**src/vga_pkg.sv**
```systemverilog
package vga_pkg;

    // Width of the horizontal and vertical counters
    localparam int COUNT_WIDTH = 11;

    // Visible area of the 800x600 mode
    localparam logic [COUNT_WIDTH-1:0] HOR_PIXELS = 11'd800;
    localparam logic [COUNT_WIDTH-1:0] VER_PIXELS = 11'd600;

    // Full line and frame lengths including blanking
    localparam logic [COUNT_WIDTH-1:0] HOR_TOTAL = 11'd1056;
    localparam logic [COUNT_WIDTH-1:0] VER_TOTAL = 11'd628;

    // Horizontal sync pulse with exclusive stop
    localparam logic [COUNT_WIDTH-1:0] HOR_SYNC_START = 11'd840;
    localparam logic [COUNT_WIDTH-1:0] HOR_SYNC_STOP  = 11'd968;

    // Vertical sync pulse with exclusive stop
    localparam logic [COUNT_WIDTH-1:0] VER_SYNC_START = 11'd601;
    localparam logic [COUNT_WIDTH-1:0] VER_SYNC_STOP  = 11'd605;

    // Output colour while blanking
    localparam logic [11:0] BLANK_COLOR = 12'h888;

    // Screen fill once the game has started
    localparam logic [11:0] GAME_BACKGROUND = 12'h222;

    // Outermost visible rows and columns
    localparam logic [11:0] BORDER_COLOR = 12'hfff;

endpackage

```
**src/vga_timing.sv**
```systemverilog
`timescale 1ns/1ps

module vga_timing (
    input  logic                            clk,
    input  logic                            rst,
    output logic [vga_pkg::COUNT_WIDTH-1:0] hcount,
    output logic [vga_pkg::COUNT_WIDTH-1:0] vcount,
    output logic                            hsync,
    output logic                            vsync,
    output logic                            hblnk,
    output logic                            vblnk
);

    logic [vga_pkg::COUNT_WIDTH-1:0] hcount_nxt;
    logic [vga_pkg::COUNT_WIDTH-1:0] vcount_nxt;
    logic                            hsync_nxt;
    logic                            vsync_nxt;
    logic                            hblnk_nxt;
    logic                            vblnk_nxt;

    // Vertical counter steps on the horizontal wrap
    always_comb begin
        if (hcount == vga_pkg::HOR_TOTAL - 1'b1) begin
            hcount_nxt = '0;
            if (vcount == vga_pkg::VER_TOTAL - 1'b1) begin
                vcount_nxt = '0;
            end else begin
                vcount_nxt = vcount + 1'b1;
            end
        end else begin
            hcount_nxt = hcount + 1'b1;
            vcount_nxt = vcount;
        end
    end

    // Sync and blank are decoded from the next counts so that
    // the registered group describes one and the same pixel
    always_comb begin
        hblnk_nxt = (hcount_nxt >= vga_pkg::HOR_PIXELS);
        vblnk_nxt = (vcount_nxt >= vga_pkg::VER_PIXELS);
        hsync_nxt = (hcount_nxt >= vga_pkg::HOR_SYNC_START) &&
                    (hcount_nxt <  vga_pkg::HOR_SYNC_STOP);
        vsync_nxt = (vcount_nxt >= vga_pkg::VER_SYNC_START) &&
                    (vcount_nxt <  vga_pkg::VER_SYNC_STOP);
    end

    always_ff @(posedge clk) begin
        if (rst) begin
            hcount <= '0;
            vcount <= '0;
            hsync  <= 1'b0;
            vsync  <= 1'b0;
            hblnk  <= 1'b0;
            vblnk  <= 1'b0;
        end else begin
            hcount <= hcount_nxt;
            vcount <= vcount_nxt;
            hsync  <= hsync_nxt;
            vsync  <= vsync_nxt;
            hblnk  <= hblnk_nxt;
            vblnk  <= vblnk_nxt;
        end
    end

endmodule

```
**config.mk**
```make
export PLATFORM = sky130hd
export DESIGN_NAME = vga_timing
export DESIGN_NICKNAME = d
export VERILOG_FILES = /design/src/vga_pkg.sv /design/src/vga_timing.sv
export SDC_FILE = /design/constraint.sdc
export NUM_CORES = 1
export LEC_CHECK = 0
export BUFFER_PORTS_ARGS = -buffer_cell sky130_fd_sc_hd__buf_2
export CORE_AREA = 10 10 52 94
export DETAILED_ROUTE_END_ITERATION = 7
export DIE_AREA = 0 0 62 104
export GPL_TIMING_DRIVEN = 0
export PLACE_DENSITY = 0.69
export SETUP_SLACK_MARGIN = 0.5
export SLEW_MARGIN = 20
export SYNTH_ARGS = -nofsm -noshare
export SYNTH_HDL_FRONTEND = slang
export SYNTH_SLANG_ARGS = --single-unit
```
**constraint.sdc**
```tcl
create_clock -name clk -period 2.7 [get_ports clk]
set_input_delay 0.54 -clock clk [delete_from_list [all_inputs] [get_ports clk]]
set_output_delay 0.54 -clock clk [all_outputs]
set_load 0.005 [all_outputs]
```
==> results.sh <==
export IMPL_vias_per_cell=5.68
export IMPL_hold_viol=0
export IMPL_fp_dieH_microns=104
export IMPL_io_pins=28
export IMPL_grt_pass1_vias=1635
export IMPL_relSlewSlack=0.658
export IMPL_final_cell_area_sq_um=2050
export IMPL_diodes=0
export IMPL_fillCellCount=332
export IMPL_clock_sinks=26
export IMPL_crit_chain="buf_6, or4_4, or3_4, buf_6, buf_8, nand4b_1, nand4_1, xor2_1, nor4b_2"
export IMPL_final_cells=288
export IMPL_design_core_area_sq_um=3420
export IMPL_dp_cells=270
export IMPL_drtAntennaViolNets=0
export IMPL_gp_congestion=0.932
export IMPL_min_path_type="flop to flop"
export IMPL_vias=1637
export IMPL_yosysWarnings=0
export IMPL_synthToLayoutAreaGrowth_pct=26.9
export IMPL_path_buf_inv=3
export IMPL_end_kind="flop"
export IMPL_grt_usage=0.147
export IMPL_yosysSeqAreaShare=0.322
export IMPL_critPathTopFamily="simple AND/OR/NAND/NOR gates"
export IMPL_synth_cell_type_count=51
export IMPL_status="finished, final reports clean"
export IMPL_synth_nets=200
export IMPL_finalWirelength_microns=4670
export IMPL_async_reset_ff_frac=0
export IMPL_max_stage_delay_ns=0.51
export IMPL_period_needed_ns=2.33
export IMPL_worst_pin_slew_ns=0.514
export IMPL_holdBufCountCts=0
export IMPL_rsz0062_at_grt="yes"
export IMPL_synth_top_cell_area_share=0.322
export IMPL_synth_ff_type="dfxtp_1"
export IMPL_dp_slack_ns=0.0884
export IMPL_path_class="flop to flop"
export IMPL_clockBufferDepth=2
export IMPL_netlist_instances=196
export IMPL_cp_slowest_cell="or4_4"
export IMPL_p_leak_nw=0.833
export IMPL_arrival_ns=2.52
export IMPL_port_buffers=26
export IMPL_yosysMostFrequentCell="nor2_1"
export IMPL_fin_tns_setup_ns=0
export IMPL_clk_pin_slew_ns=0.10
export IMPL_drt_iter0_drc=40
export IMPL_post_route_period_util=0.864
export IMPL_ff_latch_area_sq_um=527
export IMPL_ir_drop_mv=0.259
export IMPL_overflow=0
export IMPL_hold_worst_slack_ns=0.528
export IMPL_cts_made_buffers=3
export IMPL_crit_top_cell="buf_6"
export IMPL_grt_pass1_wl_microns=7490
export IMPL_clock_latency_ns=0.27
export IMPL_synth_top_cell_by_area="dfxtp_1"
export IMPL_finish_utilization=0.600
export IMPL_final_max_slew_viol_count=0
export IMPL_syn_mean_instance_area_sq_um=8.25
export IMPL_syn_area_sq_um=1620
export IMPL_die_x_microns=62
export IMPL_synth_common_cells="nor2_1 (27), dfxtp_1 (26), nand2_1 (12), nand3_1 (12)"
export IMPL_start_util=0.473
export IMPL_dieArea_sq_um=6450
export IMPL_power_density_nw_per_um2=340
export IMPL_cts_tree="yes"
export IMPL_finalPower_mw=0.698
export IMPL_skew_ns=0.0105
export IMPL_rows=30
export IMPL_antenna_found_initial=0
export IMPL_multi_input_area_sq_um=1020
export IMPL_htreeDepth=1
export IMPL_dr_pass1_iters=6
export IMPL_cp_start_kind="flop"
export IMPL_dpl_cell_area_sq_um=1810
export IMPL_fmax_ghz=0.428
export IMPL_drive_gt1_frac=0.308
export IMPL_dp_hpwl_microns=3170
export IMPL_ys_top_cells_by_area="dfxtp_1 (32%), nor2_1 (6.3%), xor2_1 (5.4%)"
export IMPL_wl_per_cell_microns=16.2
export IMPL_drcViolationCount=0
export IMPL_critPathMaxFanout=6
export IMPL_crit_required_ns=2.89
export IMPL_clock_root_buffer="clkbuf_8"
export IMPL_synth_enable_flop_cells=0
export IMPL_cap_violations=0
export IMPL_finalSetupViolCount=0
export IMPL_grt_max_degree=15
export IMPL_ys_seq_elements=26
export IMPL_nets=245
export IMPL_setup_slack_ns=0.366
-- layout by cell type, fill, tap and decap left out, types with 2 or more instances in the layout --
master / instances
nor2_1: 26
buf_2: 26
dfxtp_1: 21
buf_4: 14
nand3_1: 12
nand2_1: 12
nor3_1: 10
xor2_1: 10
xnor2_1: 9
a21oi_1: 7
clkbuf_8: 6
and3_1: 6
buf_6: 5
nand4_1: 5
dfxtp_2: 5
inv_1: 4
a31oi_1: 4
a311oi_1: 4
o21ai_0: 3
or2_2: 2
nor2b_1: 2
o21a_1: 2
clkbuf_1: 2
and2_1: 2
nand3b_1: 2
mux2i_1: 2
nand4b_1: 2
or3_1: 2
-- metal layers --
metal / GRT usage / vias to the layer above / wire, microns
met3: 0.0269 / 19 / 211
met4: 0.0723 / 0 / 184
met1: 0.144 / 773 / 1720
met2: 0.268 / 51 / 2560
met5: 0 / - / 0
li1: - / 794 / -
-- kinds of logic (layout without fill, tap and decap cells) --
kind of cell             count (synthesis)  in the layout  share of synthesized area
multiplexers                             2              2                     0.0124
XOR/XNOR                                19             19                      0.103
flip-flops                              26             26                      0.322
buffers and inverters                   18             62                     0.0851
AND/OR/NAND/NOR                         98             98                      0.330
AO/OA/AOI/OAI                           31             31                      0.132
adder cells (fa/ha/maj)                  2              2                     0.0155
-- layout make-up --
class | instances | share of cell area
inverters | 4 | 0.00732
repair buffers | 40 | 0.115
multi-input cells | 152 | 0.500
well taps | 48 | 0.0293
clock buffers | 4 | 0.0268
flip-flops and latches | 26 | 0.257
plain buffers | 14 | 0.0653
-- flip-flops by register name, indices dropped and copies added, names as in the netlist --
signal,count
hsync,1
vsync,1
vblnk,1
hblnk,1
vcount,11
hcount,11
-- where the power goes --
group | switching [mW] | internal (mW) | total [mW]
Clock | 0.128 | 0.130 | 0.259
Combinational | 0.0203 | 0.0201 | 0.0404
Sequential | 0.0105 | 0.389 | 0.399
-- timing repair --
action | CTS | global route
pin swaps | 10 | 7
buffers inserted | 9 | 5
setup endpoints to repair | 18 | 8
resized for setup | 10 | 12
-- final timing paths --
check | start | end | slack [ns] | cells after the start
min | hcount[0] | hcount[0] | 0.53 | 1
min reg2reg | hcount[0] | hcount[0] | 0.53 | 1
max | hcount[6] | hsync | 0.37 | 9
max reg2reg | hcount[6] | hsync | 0.37 | 9
(Power assumes the default switching activity.)
