File: src/vga_pkg.sv
package vga_pkg;

    // Width of the horizontal and vertical counters
    localparam int COUNT_WIDTH = 11;

    // Visible area of the 800x600 mode
    localparam logic [COUNT_WIDTH-1:0] HOR_PIXELS = 11'd800;
    localparam logic [COUNT_WIDTH-1:0] VER_PIXELS = 11'd600;

    // Full line and frame lengths including blanking
    localparam logic [COUNT_WIDTH-1:0] HOR_TOTAL = 11'd1056;
    localparam logic [COUNT_WIDTH-1:0] VER_TOTAL = 11'd628;

    // Horizontal sync pulse with exclusive stop
    localparam logic [COUNT_WIDTH-1:0] HOR_SYNC_START = 11'd840;
    localparam logic [COUNT_WIDTH-1:0] HOR_SYNC_STOP  = 11'd968;

    // Vertical sync pulse with exclusive stop
    localparam logic [COUNT_WIDTH-1:0] VER_SYNC_START = 11'd601;
    localparam logic [COUNT_WIDTH-1:0] VER_SYNC_STOP  = 11'd605;

    // Output colour while blanking
    localparam logic [11:0] BLANK_COLOR = 12'h888;

    // Screen fill once the game has started
    localparam logic [11:0] GAME_BACKGROUND = 12'h222;

    // Outermost visible rows and columns
    localparam logic [11:0] BORDER_COLOR = 12'hfff;

endpackage

File: src/draw_bg.sv
`timescale 1ns/1ps

module draw_bg (
    input  logic                            clk,
    input  logic                            rst,
    input  logic [vga_pkg::COUNT_WIDTH-1:0] in_hcount,
    input  logic [vga_pkg::COUNT_WIDTH-1:0] in_vcount,
    input  logic                            in_hsync,
    input  logic                            in_vsync,
    input  logic                            in_hblnk,
    input  logic                            in_vblnk,
    output logic [vga_pkg::COUNT_WIDTH-1:0] hcount,
    output logic [vga_pkg::COUNT_WIDTH-1:0] vcount,
    output logic                            hsync,
    output logic                            vsync,
    output logic                            hblnk,
    output logic                            vblnk,
    output logic [11:0]                     rgb
);

    logic [11:0] rgb_nxt;
    logic        on_border;

    // First and last visible row or column
    assign on_border = (in_vcount == '0) ||
                       (in_vcount == vga_pkg::VER_PIXELS - 1'b1) ||
                       (in_hcount == '0) ||
                       (in_hcount == vga_pkg::HOR_PIXELS - 1'b1);

    always_comb begin
        if (in_hblnk || in_vblnk) begin
            rgb_nxt = vga_pkg::BLANK_COLOR;
        end else if (on_border) begin
            rgb_nxt = vga_pkg::BORDER_COLOR;
        end else begin
            rgb_nxt = 12'h000;
        end
    end

    always_ff @(posedge clk) begin
        if (rst) begin
            hcount <= '0;
            vcount <= '0;
            hsync  <= 1'b0;
            vsync  <= 1'b0;
            hblnk  <= 1'b0;
            vblnk  <= 1'b0;
            rgb    <= '0;
        end else begin
            hcount <= in_hcount;
            vcount <= in_vcount;
            hsync  <= in_hsync;
            vsync  <= in_vsync;
            hblnk  <= in_hblnk;
            vblnk  <= in_vblnk;
            rgb    <= rgb_nxt;
        end
    end

endmodule

File: config.mk
export PLATFORM = sky130hd
export DESIGN_NAME = draw_bg
export DESIGN_NICKNAME = d
export VERILOG_FILES = /design/src/vga_pkg.sv /design/src/draw_bg.sv
export SDC_FILE = /design/constraint.sdc
export NUM_CORES = 1
export LEC_CHECK = 0
export BUFFER_PORTS_ARGS = -buffer_cell sky130_fd_sc_hd__buf_4
export CAP_MARGIN = 20
export CORE_MARGIN = 3
export CORE_UTILIZATION = 39
export DETAILED_ROUTE_END_ITERATION = 7
export GPL_TIMING_DRIVEN = 0
export HOLD_SLACK_MARGIN = 0.12
export PLACE_DENSITY = 0.8
export SLEW_MARGIN = 40
export SYNTH_ARGS = -nofsm -noshare
export SYNTH_HDL_FRONTEND = slang
export SYNTH_SLANG_ARGS = --single-unit
File: constraint.sdc
create_clock -name clk -period 2 [get_ports clk]
set_input_delay 0.5 -clock clk [delete_from_list [all_inputs] [get_ports clk]]
set_output_delay 0.5 -clock clk [all_outputs]
set_load 0.05 [all_outputs]
==> results.cfg, run 1 <==
[synth]
synth_area_leader_cell = dfxtp_1
syn-cell-area_um2 = 920
avgSynthCellArea_um2 = 11.1
netlist_instances = 83
ys_warn_count = 0
synth_common_cells = dfxtp_1 (28), nor2b_1 (26), buf_4 (10), nor2_1 (3), nor4_1 (3)
ys_top_cells_by_area = dfxtp_1 (61%), nor2b_1 (18%), buf_4 (8.2%)
ys.flop_type = dfxtp_1
synth_cell_types = 14
ys_seq_area_share_pct = 61.0
synth_edf_count = 0
async_flop_share_pct = 0
synth_most_common_cell = dfxtp_1
syn_nets = 111
ys_ff_latch = 28
synth_top_area_share_pct = 61.0

[layout]
drive_gt1_share_pct = 53.3
syn2layout_area_growth_pct = 62.4
fill_cells = 183
diodes = 0
final_area_um2 = 1490
finalNetCount = 181

[clock_tree]
cts_tree = yes
root_buffer = clkbuf_4
cts_setup_buffers = 0
cts_hold_buf = 0
cts_buffers = 3
path_clk_slew_ns = 0.13
clk_path_buf_depth = 2
clock-sinks = 28
htree_levels = 1
cts.repair.resized = 0

[floorplan]
io_pins = 66
die_y_um = 54.6
die_x_um = 54.6
start_util_pct = 43.7
fp.dieArea_um2 = 2980
coreArea_um2 = 2100
rows = 16

[placed_design]
port_buffers = 65
placed_cell_area_um2 = 1440
dpl.hpwl_um = 1800
place_congestion = 0.690

[timing]
hold_viol = 0
setup_viol = 0
fin_tns_setup_ns = 0
post-route-period-util_pct = 83.6
worstMarginPinSlew_ns = 0.455
slew_headroom_pct = 69.7
fmax_mhz = 598
fin_crit_ns = 1.67
slew_violations = 0
rsz0062_at_grt = no

[global_route]
grt_pass1_wl_um = 3110
antenna_found_initial = 0
first_global_vias = 716
track_usage_pct = 14.8
overflow = 0
grt_max_degree = 17

[drt]
drc_errors = 0
initialDrtViolationCount = 5
avgRoutedWirePerCell_um = 12.0
wl_um = 2150
via_per_inst = 4.35
ant_nets = 0
via_count = 779
firstDrtPassIters = 2

[worst_setup_path]
endpoint_kind = output pin
arrival_ns = 1.17
worstPathRequired_ns = 1.50
cp-start-kind = register
cp_max_fo = 9
path_class = register to output pin

[power]
p_leak_uw = 0.000714
p_per_area_nw_per_um2 = 805
ir_drop_uv = 652

[worst_hold_path]
hp-class = input port to register

[flow_run]
cap_violations = 0

[run_status]
outcome = complete, no violations
[area by class of cell]
cell class                      count  area (um2)  share of cell area (%)
Tap cell                           27        33.8                    2.26
Sequential cell                    28         561                    37.5
Buffer                             12        82.6                    5.53
Timing Repair Buffer               65         488                    32.7
Clock inverter                      1        30.0                    2.01
Multi-Input combinational cell     43         277                    18.5
Clock buffer                        3        22.5                    1.51
[metrics by stage]
| stage | util [%] | power (uW) | setup WS [ns] | cells | hold slack [ns] |
|---|---|---|---|---|---|
| finish | 71.1 | 1200 | 0.328 | 179 | 0.350 |
| global route | 71.1 | 1250 | 0.265 | 179 | 0.333 |
| CTS | 71.1 | 1210 | 0.298 | 179 | 0.341 |
| detailed placement | 68.6 | 861 | 0.109 | 175 | 0.691 |
| global placement | 68.6 | 856 | 0.0697 | 175 | 0.693 |
| floorplan | - | 751 | 0.299 | 83 | 0.569 |
[final timing paths]
path	depth (start not counted)	end	slack, ns	from
worst min-delay path	2	rgb[9]	0.35	in_vblnk
worst max-delay path	2	rgb[4]	0.33	rgb[9]
[per-layer routing]
layer | global-route usage (%) | wire length [um] | vias to the layer above
li1 | - | - | 402
met1 | 16.5 | 839 | 343
met4 | 7.47 | 23 | 0
met2 | 26.9 | 1130 | 32
met3 | 2.45 | 156 | 2
met5 | 0 | 0 | -
[layout by cell type (no fill, tap or decap)]
cell	n
nand4_1	1
clkbuf_1	2
a2111oi_2	1
clkbuf_4	3
or4_1	2
buf_4	75
o21ai_1	2
nand3_1	2
nor4_2	1
nor4_1	3
a31oi_1	1
nand4b_1	1
dfxtp_1	28
nor2_1	3
nor2b_1	26
bufinv_16	1
[registers in the layout, indices dropped and copies added (netlist names)]
name and flops:
hsync 1, hcount 11, vcount 11, vsync 1, hblnk 1, rgb 2, vblnk 1
[where the power goes]
part	switching, uW	leakage [uW]	internal [uW]
combinational	158	0.000453	93.3
sequential	8.46	0.000233	587
clock	154	0.0000279	203
[cells by family after synthesis]
logic type	count (synthesis)	share of synthesized area, %
AO/OA/AOI/OAI	4	3.40
buffers and inverters	12	8.98
flip-flops	28	61.0
AND/OR/NAND/NOR	39	26.7
[critical path: stages (launching register included)]
cell     delay (ns)
dfxtp_1        0.51
buf_4          0.16
buf_4          0.18
Note: power is estimated with default switching activity, not from simulation.
==> run 2: changes to the inputs <==
Settings changed: CORE_ASPECT_RATIO set to 0.5, CORE_UTILIZATION 39 to 35, PLACE_DENSITY 0.8 to 0.76.
Clock period 2 ns to 1.4 ns, I/O delays scaled along.
==> run 2 against run 1 <==
The run now ends with setup timing left. Clock power up 34%. Worst hold slack got worse by 0.10 ns. Combinational power is 46% higher. Flip-flop and latch count did not move. Largest cell class unchanged.
==> results.cfg, run 2 (synthesized netlist as in run 1, its figures left out) <==
[clock_tree]
clock-sinks = 28
htree_levels = 1
cts_setup_buffers = 0
root_buffer = clkbuf_8
cts_tree = yes
clk_path_buf_depth = 2
cts_buffers = 3
cts_hold_buf = 0
path_clk_slew_ns = 0.09
cts.repair.resized = 5

[floorplan]
start_util_pct = 39.0
die_x_um = 78.5
rows = 12
io_pins = 66
coreArea_um2 = 2360
die_y_um = 42.2
fp.dieArea_um2 = 3320

[layout]
finalNetCount = 181
post-route-util_pct = 65.1
mostFrequentLayoutCell = buf_4
reg_top3 = hcount x11, vcount x11, rgb x2
drive_gt1_share_pct = 55.9
final_cell_mix = buf_4 (74), dfxtp_1 (27), nor2b_1 (26)
diodes = 0
syn2layout_area_growth_pct = 66.8

[global_route]
antenna_found_initial = 0
first_global_vias = 761
track_usage_pct = 14.0
grt_max_degree = 16
overflow = 0
grt_pass1_wl_um = 3610

[timing]
fmax_mhz = 668
fin_crit_ns = 1.50
hold_viol = 0
setup_viol = 1
post-route-period-util_pct = 107
slew_headroom_pct = 69.2
rsz0062_at_grt = yes
worstMarginPinSlew_ns = 0.462
slew_violations = 0
setup_ws_ns = -0.0977

[drt]
via_per_inst = 4.21
firstDrtPassIters = 4
initialDrtViolationCount = 25
wl_um = 2250
ant_nets = 0
avgRoutedWirePerCell_um = 12.0
drc_errors = 0
via_count = 787

[placed_design]
dpl.hpwl_um = 1720
port_buffers = 65
place_congestion = 0.735

[worst_hold_path]
hp-class = input port to register
hold_depth = 2
worstHoldEndpoint = rgb[9]
min_from = in_vblnk

[power]
pwr-share-clk_pct = 28.3
p_leak_uw = 0.000721
seq_power_share_pct = 50.1
internal-power_uw = 1220
switching_share_pct = 27.7
ir_drop_uv = 529
p_sw_uw = 470
p_comb_share_pct = 21.6
p_total_uw = 1690
p_per_area_nw_per_um2 = 1100

[worst_setup_path]
arrival_ns = 1.67
path_class = input port to register
cp_max_fo = 3
worstPathRequired_ns = 1.57
cp-start-kind = input port
endpoint_kind = register

[run_status]
violations = setup timing
outcome = complete, but fails checks

[flow_run]
cap_violations = 0
[run 2: power groups by stage]
stage	Sequential (uW)	Combinational [uW]	Clock, uW
finish	848	366	479
global route	854	384	543
CTS	849	366	493
detailed placement	868	360	0
global placement	867	357	0
floorplan	1020	57.7	0
[run 2: through the flow]
stage                     setup TNS (ns)  setup slack [ns]  cells  hold WS, ns  area [um2]
after floorplan                   -0.151            -0.151     83        0.419         920
after global placement            -0.519            -0.362    183        0.540        1450
after detailed placement          -0.570            -0.390    183        0.539        1450
after CTS                        -0.0595           -0.0595    187        0.241        1530
after global routing              -0.346            -0.163    187        0.236        1530
final                            -0.0977           -0.0977    187        0.245        1530
[run 2: worst max path at each step]
stage                       from  endpoint  slack (ns)  cells past startpoint
finish              in_vcount[5]    rgb[9]        -0.1                      5
floorplan           in_hcount[2]    rgb[9]       -0.15                      4
global placement    in_hcount[2]    rgb[9]       -0.36                      5
global route        in_vcount[5]    rgb[9]       -0.16                      5
detailed placement  in_hcount[2]    rgb[9]       -0.39                      5
CTS                 in_vcount[5]    rgb[9]       -0.06                      5
[run 2: metal layers]
metal  wire length, um  GRT usage, %  part of all wire (%)  vias up
met5                 0             0                     0        -
met4                31          4.88                   1.4        0
met3               130          4.29                   5.8        4
met2              1210          25.2                    54       30
met1               870          15.8                    39      353
li1                  -             -                     -      400
[run 2: layout make-up]
cell class / instances / area, um2
Buffer: 12 / 82.6
Clock buffer: 4 / 55.1
Fill cell: 199 / 823
Multi-Input combinational cell: 43 / 299
Sequential cell: 28 / 562
Tap cell: 35 / 43.8
Timing Repair Buffer: 65 / 492
[run 2: worst max-delay path, stage by stage]
cell and delay [ns]:
buf_4 0.11, or4_1 0.58, nor4_2 0.18, o21ai_1 0.14, a2111oi_2 0.30
