--- config.mk ---
export PLATFORM = sky130hd
export DESIGN_NAME = draw_menu
export DESIGN_NICKNAME = d
export VERILOG_FILES = /design/src/vga_pkg.sv /design/src/delay.sv /design/src/draw_menu.sv
export SDC_FILE = /design/constraint.sdc
export NUM_CORES = 1
export LEC_CHECK = 0
export ABC_CLOCK_PERIOD_IN_PS = 3400
export CORE_UTILIZATION = 55
export CTS_CLUSTER_SIZE = 16
export DETAILED_ROUTE_END_ITERATION = 12
export DONT_BUFFER_PORTS = 1
export PLACE_DENSITY = 0.72
export RECOVER_POWER = 25
export SYNTH_ARGS = -nofsm -noshare
export SYNTH_HDL_FRONTEND = slang
export SYNTH_HIERARCHICAL = 1
export SYNTH_SLANG_ARGS = --single-unit
export TNS_END_PERCENT = 20
--- constraint.sdc ---
create_clock -name clk -period 3.4 [get_ports clk]
set_input_delay 0 -clock clk [delete_from_list [all_inputs] [get_ports clk]]
set_output_delay 0 -clock clk [all_outputs]
set_load 0.05 [all_outputs]
--- src/vga_pkg.sv ---
package vga_pkg;

    // Width of the horizontal and vertical counters
    localparam int COUNT_WIDTH = 11;

    // Visible area of the 800x600 mode
    localparam logic [COUNT_WIDTH-1:0] HOR_PIXELS = 11'd800;
    localparam logic [COUNT_WIDTH-1:0] VER_PIXELS = 11'd600;

    // Full line and frame lengths including blanking
    localparam logic [COUNT_WIDTH-1:0] HOR_TOTAL = 11'd1056;
    localparam logic [COUNT_WIDTH-1:0] VER_TOTAL = 11'd628;

    // Horizontal sync pulse with exclusive stop
    localparam logic [COUNT_WIDTH-1:0] HOR_SYNC_START = 11'd840;
    localparam logic [COUNT_WIDTH-1:0] HOR_SYNC_STOP  = 11'd968;

    // Vertical sync pulse with exclusive stop
    localparam logic [COUNT_WIDTH-1:0] VER_SYNC_START = 11'd601;
    localparam logic [COUNT_WIDTH-1:0] VER_SYNC_STOP  = 11'd605;

    // Output colour while blanking
    localparam logic [11:0] BLANK_COLOR = 12'h888;

    // Screen fill once the game has started
    localparam logic [11:0] GAME_BACKGROUND = 12'h222;

    // Outermost visible rows and columns
    localparam logic [11:0] BORDER_COLOR = 12'hfff;

endpackage

--- src/delay.sv ---
`timescale 1ns/1ps

module delay #(
    parameter int WIDTH   = 1,
    parameter int CLK_DEL = 1
) (
    input  logic             clk,
    input  logic             rst,
    input  logic [WIDTH-1:0] din,
    output logic [WIDTH-1:0] dout
);

    // stage[0] takes din, the last stage drives dout
    logic [WIDTH-1:0] stage [CLK_DEL];

    always_ff @(posedge clk) begin
        if (rst) begin
            for (int i = 0; i < CLK_DEL; i++) begin
                stage[i] <= '0;
            end
        end else begin
            stage[0] <= din;
            for (int i = 1; i < CLK_DEL; i++) begin
                stage[i] <= stage[i-1];
            end
        end
    end

    assign dout = stage[CLK_DEL-1];

endmodule

--- src/draw_menu.sv ---
`timescale 1ns/1ps

module draw_menu #(
    parameter int ROM_ADDR_WIDTH = 14
) (
    input  logic                            clk,
    input  logic                            rst,
    input  logic                            start_game,
    input  logic [11:0]                     rgb_pixel,
    output logic [ROM_ADDR_WIDTH-1:0]       pixel_addr,
    input  logic [vga_pkg::COUNT_WIDTH-1:0] in_hcount,
    input  logic [vga_pkg::COUNT_WIDTH-1:0] in_vcount,
    input  logic                            in_hsync,
    input  logic                            in_vsync,
    input  logic                            in_hblnk,
    input  logic                            in_vblnk,
    input  logic [11:0]                     in_rgb,
    output logic [vga_pkg::COUNT_WIDTH-1:0] hcount,
    output logic [vga_pkg::COUNT_WIDTH-1:0] vcount,
    output logic                            hsync,
    output logic                            vsync,
    output logic                            hblnk,
    output logic                            vblnk,
    output logic [11:0]                     rgb
);

    localparam int HALF_WIDTH = ROM_ADDR_WIDTH / 2;
    localparam int DEL_WIDTH  = 2 * vga_pkg::COUNT_WIDTH + 4 + 12;

    logic [vga_pkg::COUNT_WIDTH-1:0] hcount_buf;
    logic [vga_pkg::COUNT_WIDTH-1:0] vcount_buf;
    logic                            hsync_buf;
    logic                            vsync_buf;
    logic                            hblnk_buf;
    logic                            vblnk_buf;
    logic [11:0]                     rgb_buf;
    logic [11:0]                     rgb_nxt;
    logic                            visible;

    // Two cycles covers the address register and the ROM read
    delay #(
        .WIDTH   (DEL_WIDTH),
        .CLK_DEL (2)
    ) u_delay (
        .clk  (clk),
        .rst  (rst),
        .din  ({in_hcount, in_hsync, in_hblnk, in_vcount, in_vsync, in_vblnk, in_rgb}),
        .dout ({hcount_buf, hsync_buf, hblnk_buf, vcount_buf, vsync_buf, vblnk_buf, rgb_buf})
    );

    assign visible = (hcount_buf < vga_pkg::HOR_PIXELS) && (vcount_buf < vga_pkg::VER_PIXELS);

    always_comb begin
        if (hblnk_buf || vblnk_buf) begin
            rgb_nxt = vga_pkg::BLANK_COLOR;
        end else if (start_game) begin
            rgb_nxt = vga_pkg::GAME_BACKGROUND;
        end else if (visible) begin
            rgb_nxt = rgb_pixel;
        end else begin
            rgb_nxt = rgb_buf;
        end
    end

    always_ff @(posedge clk) begin
        if (rst) begin
            hcount     <= '0;
            vcount     <= '0;
            hsync      <= 1'b0;
            vsync      <= 1'b0;
            hblnk      <= 1'b0;
            vblnk      <= 1'b0;
            rgb        <= '0;
            pixel_addr <= '0;
        end else begin
            hcount     <= hcount_buf;
            vcount     <= vcount_buf;
            hsync      <= hsync_buf;
            vsync      <= vsync_buf;
            hblnk      <= hblnk_buf;
            vblnk      <= vblnk_buf;
            rgb        <= rgb_nxt;
            // Scale by eight by dropping the three low bits of each count
            pixel_addr <= {in_vcount[HALF_WIDTH+2:3], in_hcount[HALF_WIDTH+2:3]};
        end
    end

endmodule

==> qor.txt, run 1 <==
Die extent in y -> 86.7 µm
Setup violations, final -> 0
Core Area -> 6870 µm²
Crit path launch -> u_delay/stage[0][72]
Global-route wire length before repair -> 10700 µm
Required time at the worst-slack endpoint -> 3790 ps
Area of the mapped netlist -> 3950 µm²
Post-route core utilization -> 0.725
Critical path depth -> 5
Number of top-level pins -> 105
Port Buf Inserts -> 0
Post-layout net count -> 425
Setup TNS -> 0 ps
Remaining global-route overflow -> 0
Synthesized Nets -> 395
Cell at the root of the clock tree -> sky130_fd_sc_hd__clkbuf_8
Tightest slew margin relative to the limit -> 0.645
Routability-driven placement congestion ratio -> 0.864
Slowest stage cell on the critical path -> sky130_fd_sc_hd__dlygate4sd3_1
Peak fanout along the critical path -> 9
Area share of the largest cell type after synthesis -> 0.649
Number of endpoints with negative hold slack in the final report -> 0
Clock sink count -> 128
Transition time of the tightest slew-check pin -> 528 ps
Ys async rst share -> 0
Kind of end point of the critical path -> register
Initial antenna violation count -> 2
Share of the clock period used by the worst path -> 0.656
Unique masters post-synth -> 22
Chip width -> 86.7 µm
Pin count of the biggest net entering global routing -> 120
Vias in the first global route -> 2248
Launch point of the worst hold path -> in_rgb[0]
Full die area -> 7520 µm²
FF+latch area -> 2560 µm²
Number of maximum-capacitance constraint violations -> 0
TritonCTS clock tree -> built
Nature of the critical path startpoint -> register
Starting density of the core -> 0.575
Post-synth EDFFs -> 0
Cell area power density -> 758 nW/µm²
Clk slew on worst S/H paths -> 60 ps
Remaining routing DRC violations -> 0
Clock H-tree levels -> 4
Primary FF master, synth -> sky130_fd_sc_hd__dfxtp_1
Worst Hold Class -> in2reg
Number of cells on the worst hold path -> 2
Fill cells -> 474
Number of warnings reported in the yosys synthesis log -> 6
TritonRoute pass-1 iters -> 4
HPWL Detailed -> 3650 µm
VDD IR-drop max -> 0.569 mV
Site row count -> 30
Final Max Tran Viols -> 0
Total routed wirelength -> 6950 µm
Register area share after synthesis -> 0.649
Post-Syn Instances -> 342
Synthesis-to-finish area growth -> 26.2%
Crit path buf inv count -> 1
Run status -> finished clean
Most common library cells after synthesis -> sky130_fd_sc_hd__dfxtp_1, sky130_fd_sc_hd__nor2b_1, sky130_fd_sc_hd__buf_4
Leading cell types by total area after synthesis -> sky130_fd_sc_hd__dfxtp_1, sky130_fd_sc_hd__nor2b_1, sky130_fd_sc_hd__buf_4
Share of post-route cells with drive strength above 1 -> 0.0857
Synth Register Bits -> 128
Leading area contributor after synthesis -> sky130_fd_sc_hd__dfxtp_1
Worst-path cell chain -> o311ai_1, and2_1, a21oi_1, a311o_1, dlygate4sd3_1
Setup repair after global routing missed its margin -> no
Data arrival time of the critical path -> 2620 ps
Launching point of the worst reg2reg path -> u_delay/stage[0][72]
Skew final -> 7.48 ps
Gates resized, CTS repair -> 0
Minimum clock period after layout -> 2230 ps
Total GRT Usage -> 0.201
Starting DRT DRC Count -> 93
Final routed wire length divided by cell count -> 14.4 µm
Post-CTS Setup Inserts -> 0
Lkg Pwr -> 2.01 nW
Number of buffers added by the clock tree synthesis step -> 17
Via/cell ratio -> 4.67
Cell family with the largest share of critical-path delay -> compound AO/OA/AOI/OAI gates
Multi-input combinational cell area -> 1010 µm²
Highest achievable clock rate -> 449 MHz
Most numerous cell in the Yosys netlist -> sky130_fd_sc_hd__dfxtp_1
R2r worst-path depth -> 5
Average cell area after synthesis -> 11.5 µm²
Critical path type -> reg2reg
Maximum buffer depth of the clock tree -> 2
Max stage delay on crit path -> 560 ps
Number of vias in the routed layout -> 2258
Clock latency at the later pin of the worst-skew pair -> 510 ps
Number of routed nets with antenna violations -> 0
state kept, by name, summed over array words and instances (netlist names):
register,cells
hblnk,1
hcount,11
hsync,1
pixel_addr,14
rgb,12
u_delay/stage,76
vblnk,1
vcount,11
vsync,1
layout make-up:
type,instances,share of cell area
sequential,128,0.514
antenna,2,0.00100
tap,96,0.0241
timing repair buffer,62,0.128
clock buffer,22,0.0929
multi-input combinational,163,0.203
clock inverter,10,0.0364
report_power, final:
group | total, mW | internal, mW | switching, mW
sequential | 1.69 | 1.57 | 0.116
combinational | 0.155 | 0.0920 | 0.0635
clock | 1.93 | 1.32 | 0.614
total | 3.77 | 2.98 | 0.793
stage by stage:
stage                     hold slack [ps]  setup slack [ps]  area [µm²]  total power, mW  instances
final                                 145              1170        4980             3.77        483
after global routing                  133               940        4980             3.90        483
after CTS                             122              1210        4980             3.80        481
after detailed placement             81.7              1740        3690             1.79        387
after global placement               79.1              1780        3690             1.78        387
after floorplan                       128              1790        3950             1.81        342
cells in the final DEF, fill, tap and decap left out, drive strengths merged:
master | synthesis | routed
clkbuf | 4 | 22
diode | 0 | 2
clkinvlp | 0 | 1
a211o | 1 | 1
nor2 | 5 | 5
nand2 | 4 | 4
and3 | 1 | 1
buf | 47 | 1
o21a | 1 | 1
o311ai | 1 | 1
or4 | 3 | 3
dfxtp | 128 | 128
and2 | 1 | 1
nor3 | 1 | 1
nand3 | 6 | 6
a21oi | 9 | 9
bufinv | 0 | 5
nor2b | 116 | 116
nand2b | 1 | 1
clkinv | 0 | 4
dlygate4sd3 | 0 | 61
o21ai | 7 | 7
a311o | 3 | 3
o311a | 3 | 3
timing repair:
action	in CTS	in global routing
hold endpoints to repair	128	0
hold buffers	62	0
setup endpoints to repair	0	0
worst reg2reg max path: cells and delay by family, from the launching register on:
kind | cells | cell delay (ps)
flops | 1 | 300
compound gates | 3 | 880
buf+inv | 1 | 560
simple gates | 1 | 380
cells by family after synthesis:
logic type | after synthesis | synth area share
AOI/OAI and AO/OA | 25 | 0.0447
buffers and inverters | 51 | 0.0945
DFF | 128 | 0.649
and+or+nand+nor | 138 | 0.212
per-layer routing:
metal | part of all wire | GRT usage | vias to the layer above
met2 | 0.48 | 0.322 | 110
met4 | 0.045 | 0.148 | 0
met5 | 0 | 0 | -
li1 | - | - | 1108
met1 | 0.39 | 0.199 | 1012
met3 | 0.083 | 0.104 | 28
path summary, 6_finish.rpt:
| kind | end | slack [ps] |
|---|---|---|
| setup / recovery | rgb[7] | 1170 |
| hold / removal | u_delay/stage[0][0] | 150 |
| setup reg to reg | rgb[7] | 1170 |
| hold reg to reg | u_delay/stage[0][50] | 430 |
No activity file was read; power rests on OpenSTA's default activity.
==> run 2, diff against run 1 <==
--- a/config.mk
+++ b/config.mk
@@ -5,7 +5,7 @@
 export SDC_FILE = /design/constraint.sdc
 export NUM_CORES = 1
 export LEC_CHECK = 0
-export ABC_CLOCK_PERIOD_IN_PS = 3400
+export ABC_CLOCK_PERIOD_IN_PS = 2200
 export CORE_UTILIZATION = 55
 export CTS_CLUSTER_SIZE = 16
 export DETAILED_ROUTE_END_ITERATION = 12
==> constraint.sdc (replaced) <==
create_clock -name clk -period 2.2 [get_ports clk]
set_input_delay 0 -clock clk [delete_from_list [all_inputs] [get_ports clk]]
set_output_delay 0 -clock clk [all_outputs]
set_load 0.05 [all_outputs]
==> run 2 against run 1 <==
Clock power grew 52%; hold slack gained 1.3 ps; count of clock-buffer cells in the layout shrank 4; critical endpoint is now rgb[3]; largest power group unchanged.
==> qor.txt, run 2 (same netlist as run 1, synthesis figures left out) <==
Run status -> finished clean
Critical path type -> reg2reg
Lkg Pwr -> 2.00 nW (-0.83%)
Placed Area -> 3690 µm² (unchanged)
Synthesis-to-finish area growth -> 26.3% (about the same)
Maximum buffer depth of the clock tree -> 2 (unchanged)
Skew final -> 7.52 ps (+0.0415 ps)
Most common library cell in the layout ignoring fill and taps -> sky130_fd_sc_hd__dfxtp_1
Share of the clock period used by the worst path -> 0.949 (+0.293)
Clk pwr share -> 0.507 (-0.005)
Fin area -> 4990 µm² (about the same)
Clock latency at the later pin of the worst-skew pair -> 510 ps (about the same)
Post-route core utilization -> 0.726 (about the same)
Site row count -> 30 (unchanged)
Slowest stage cell on the critical path -> sky130_fd_sc_hd__dlygate4sd3_1
VDD IR-drop max -> 0.673 mV (+18%)
Vias in the first global route -> 2154 (-4.2%)
Final non-filler cell total -> 482 (-0.21%)
Final routed wire length divided by cell count -> 13.9 µm (-3.2%)
Chip width -> 86.7 µm (unchanged)
Required time at the worst-slack endpoint -> 2590 ps (-1200 ps)
Cell area power density -> 1160 nW/µm² (+53%)
Fraction of power consumed by combinational cells -> 0.042 (about the same)
Total GRT Usage -> 0.191 (-0.00964)
Launching point of the worst reg2reg path -> u_delay/stage[0][72]
Via/cell ratio -> 4.57 (-2.2%)
Number of maximum-capacitance constraint violations -> 0 (unchanged)
TritonRoute pass-1 iters -> 5 (+1)
Data arrival time of the critical path -> 2480 ps (-140 ps)
Sequential power share -> 0.451 (+0.005)
Pin count of the biggest net entering global routing -> 120 (unchanged)
Biggest regs -> u_delay/stage (76), pixel_addr (14), rgb (12)
Clock sink count -> 128 (unchanged)
Share of post-route cells with drive strength above 1 -> 0.0961 (+0.0104)
Crit path buf inv count -> 1 (unchanged)
Post-layout net count -> 425 (unchanged)
Worst Hold Class -> in2reg
Fraction of power spent switching nets -> 0.217 (+0.00722)
Die extent in y -> 86.7 µm (unchanged)
Core Area -> 6870 µm² (unchanged)
Launch point of the worst hold path -> in_rgb[3]
Clk slew on worst S/H paths -> 60 ps (about the same)
Most used cells in the layout excluding fill and tap cells -> sky130_fd_sc_hd__dfxtp_1, sky130_fd_sc_hd__nor2b_1, sky130_fd_sc_hd__dlygate4sd3_1
Minimum clock period after layout -> 2090 ps (-142 ps)
Kind of end point of the critical path -> register
Global-route wire length before repair -> 10200 µm (-4.9%)
Max stage delay on crit path -> 560 ps (about the same)
Placed Instances -> 387 (unchanged)
Flip-flop count of the largest register after layout -> 76 (unchanged)
Starting density of the core -> 0.575 (unchanged)
Switching component of the power -> 1.25 mW (+58%)
Full die area -> 7520 µm² (unchanged)
Tightest slew margin relative to the limit -> 0.652 (+0.00687)
Number of routed nets with antenna violations -> 0 (unchanged)
Worst-path cell chain -> o311ai_2, and2_2, a21oi_1, a311o_1, dlygate4sd3_1
TritonCTS clock tree -> built
Routability-driven placement congestion ratio -> 0.864 (about the same)
Setup violations, final -> 0 (unchanged)
Number of vias in the routed layout -> 2204 (-2.4%)
Number of top-level pins -> 105 (unchanged)
Number of buffers added by the clock tree synthesis step -> 17 (unchanged)
Cell family with the largest share of critical-path delay -> compound AO/OA/AOI/OAI gates
Nature of the critical path startpoint -> register
Initial antenna violation count -> 0 (-2)
Remaining global-route overflow -> 0 (unchanged)
Register ranked first by flip-flop count -> u_delay/stage
Peak fanout along the critical path -> 9 (unchanged)
Total routed wirelength -> 6710 µm (-3.4%)
Highest achievable clock rate -> 479 MHz (+6.8%)
Total internal power -> 4.52 mW (+52%)
Port Buf Inserts -> 0 (unchanged)
Remaining routing DRC violations -> 0 (unchanged)
Starting DRT DRC Count -> 83 (-11%)
Number of endpoints with negative hold slack in the final report -> 0 (unchanged)
Crit path launch -> u_delay/stage[0][72]
Fill cells -> 484 (+2.1%)
Final Max Tran Viols -> 0 (unchanged)
Transition time of the tightest slew-check pin -> 521 ps (-6.96 ps)
Cell at the root of the clock tree -> sky130_fd_sc_hd__clkbuf_8
Clock H-tree levels -> 4 (unchanged)
run 2: worst paths after layout:
check                                       endpoint  slack [ps]  depth (start not counted)
worst max-delay path                          rgb[3]         110                          5
worst min-delay path             u_delay/stage[0][3]         150                          2
worst min register to register  u_delay/stage[0][51]         430                          1
worst max register to register                rgb[3]         110                          5
run 2: power groups by stage:
stage          sequential, mW  combinational [mW]  clock, mW
3_5_place_dp             2.65               0.110          0
3_3_place_gp             2.65               0.104          0
4_1_cts                  2.60               0.235       2.96
2_1_floorplan            2.64               0.165          0
5_1_grt                  2.61               0.262       3.11
6_report                 2.60               0.241       2.93
run 2: final cells by class:
cell class                      instances  area, µm²  share of cell area
Antenna cell                            1       2.50            0.000502
Clock buffer                           18        418              0.0838
Clock inverter                         14        214              0.0429
Multi-Input combinational cell        163       1030               0.207
Sequential cell                       128       2560               0.514
Tap cell                               96        120              0.0241
Timing Repair Buffer                   62        638               0.128
run 2: repair_timing:
| action | CTS | global route |
|---|---|---|
| hold buffers | 62 | 0 |
| endpoints found under the hold margin | 128 | 0 |
| gates resized for setup | 0 | 4 |
| setup buffers | 0 | 0 |
| endpoints found under the setup margin | 0 | 7 |
run 2: per-stage QoR:
step	hold slack [ps]	setup slack [ps]	power, mW	TNS [ps]
2_1_floorplan	128	589	2.80	0
5_1_grt	131	-38.4	5.98	-75.3
3_5_place_dp	81.6	540	2.76	0
3_3_place_gp	79.1	582	2.76	0
6_report	147	112	5.77	0
4_1_cts	128	28.1	5.80	0
run 2: worst reg2reg max path, cell delays in order (launching register included):
cell                            delay (ps)
sky130_fd_sc_hd__dfxtp_1               310
sky130_fd_sc_hd__o311ai_2              340
sky130_fd_sc_hd__and2_2                310
sky130_fd_sc_hd__a21oi_1               110
sky130_fd_sc_hd__a311o_1               340
sky130_fd_sc_hd__dlygate4sd3_1         560
run 2: metal layers:
metal	share of wire	up-vias	GRT usage	wire, µm
met4	0.016	0	0.108	106
met1	0.43	1001	0.208	2860
met3	0.063	10	0.0990	426
met5	0	-	0	0
met2	0.49	88	0.300	3320
li1	-	1105	-	-
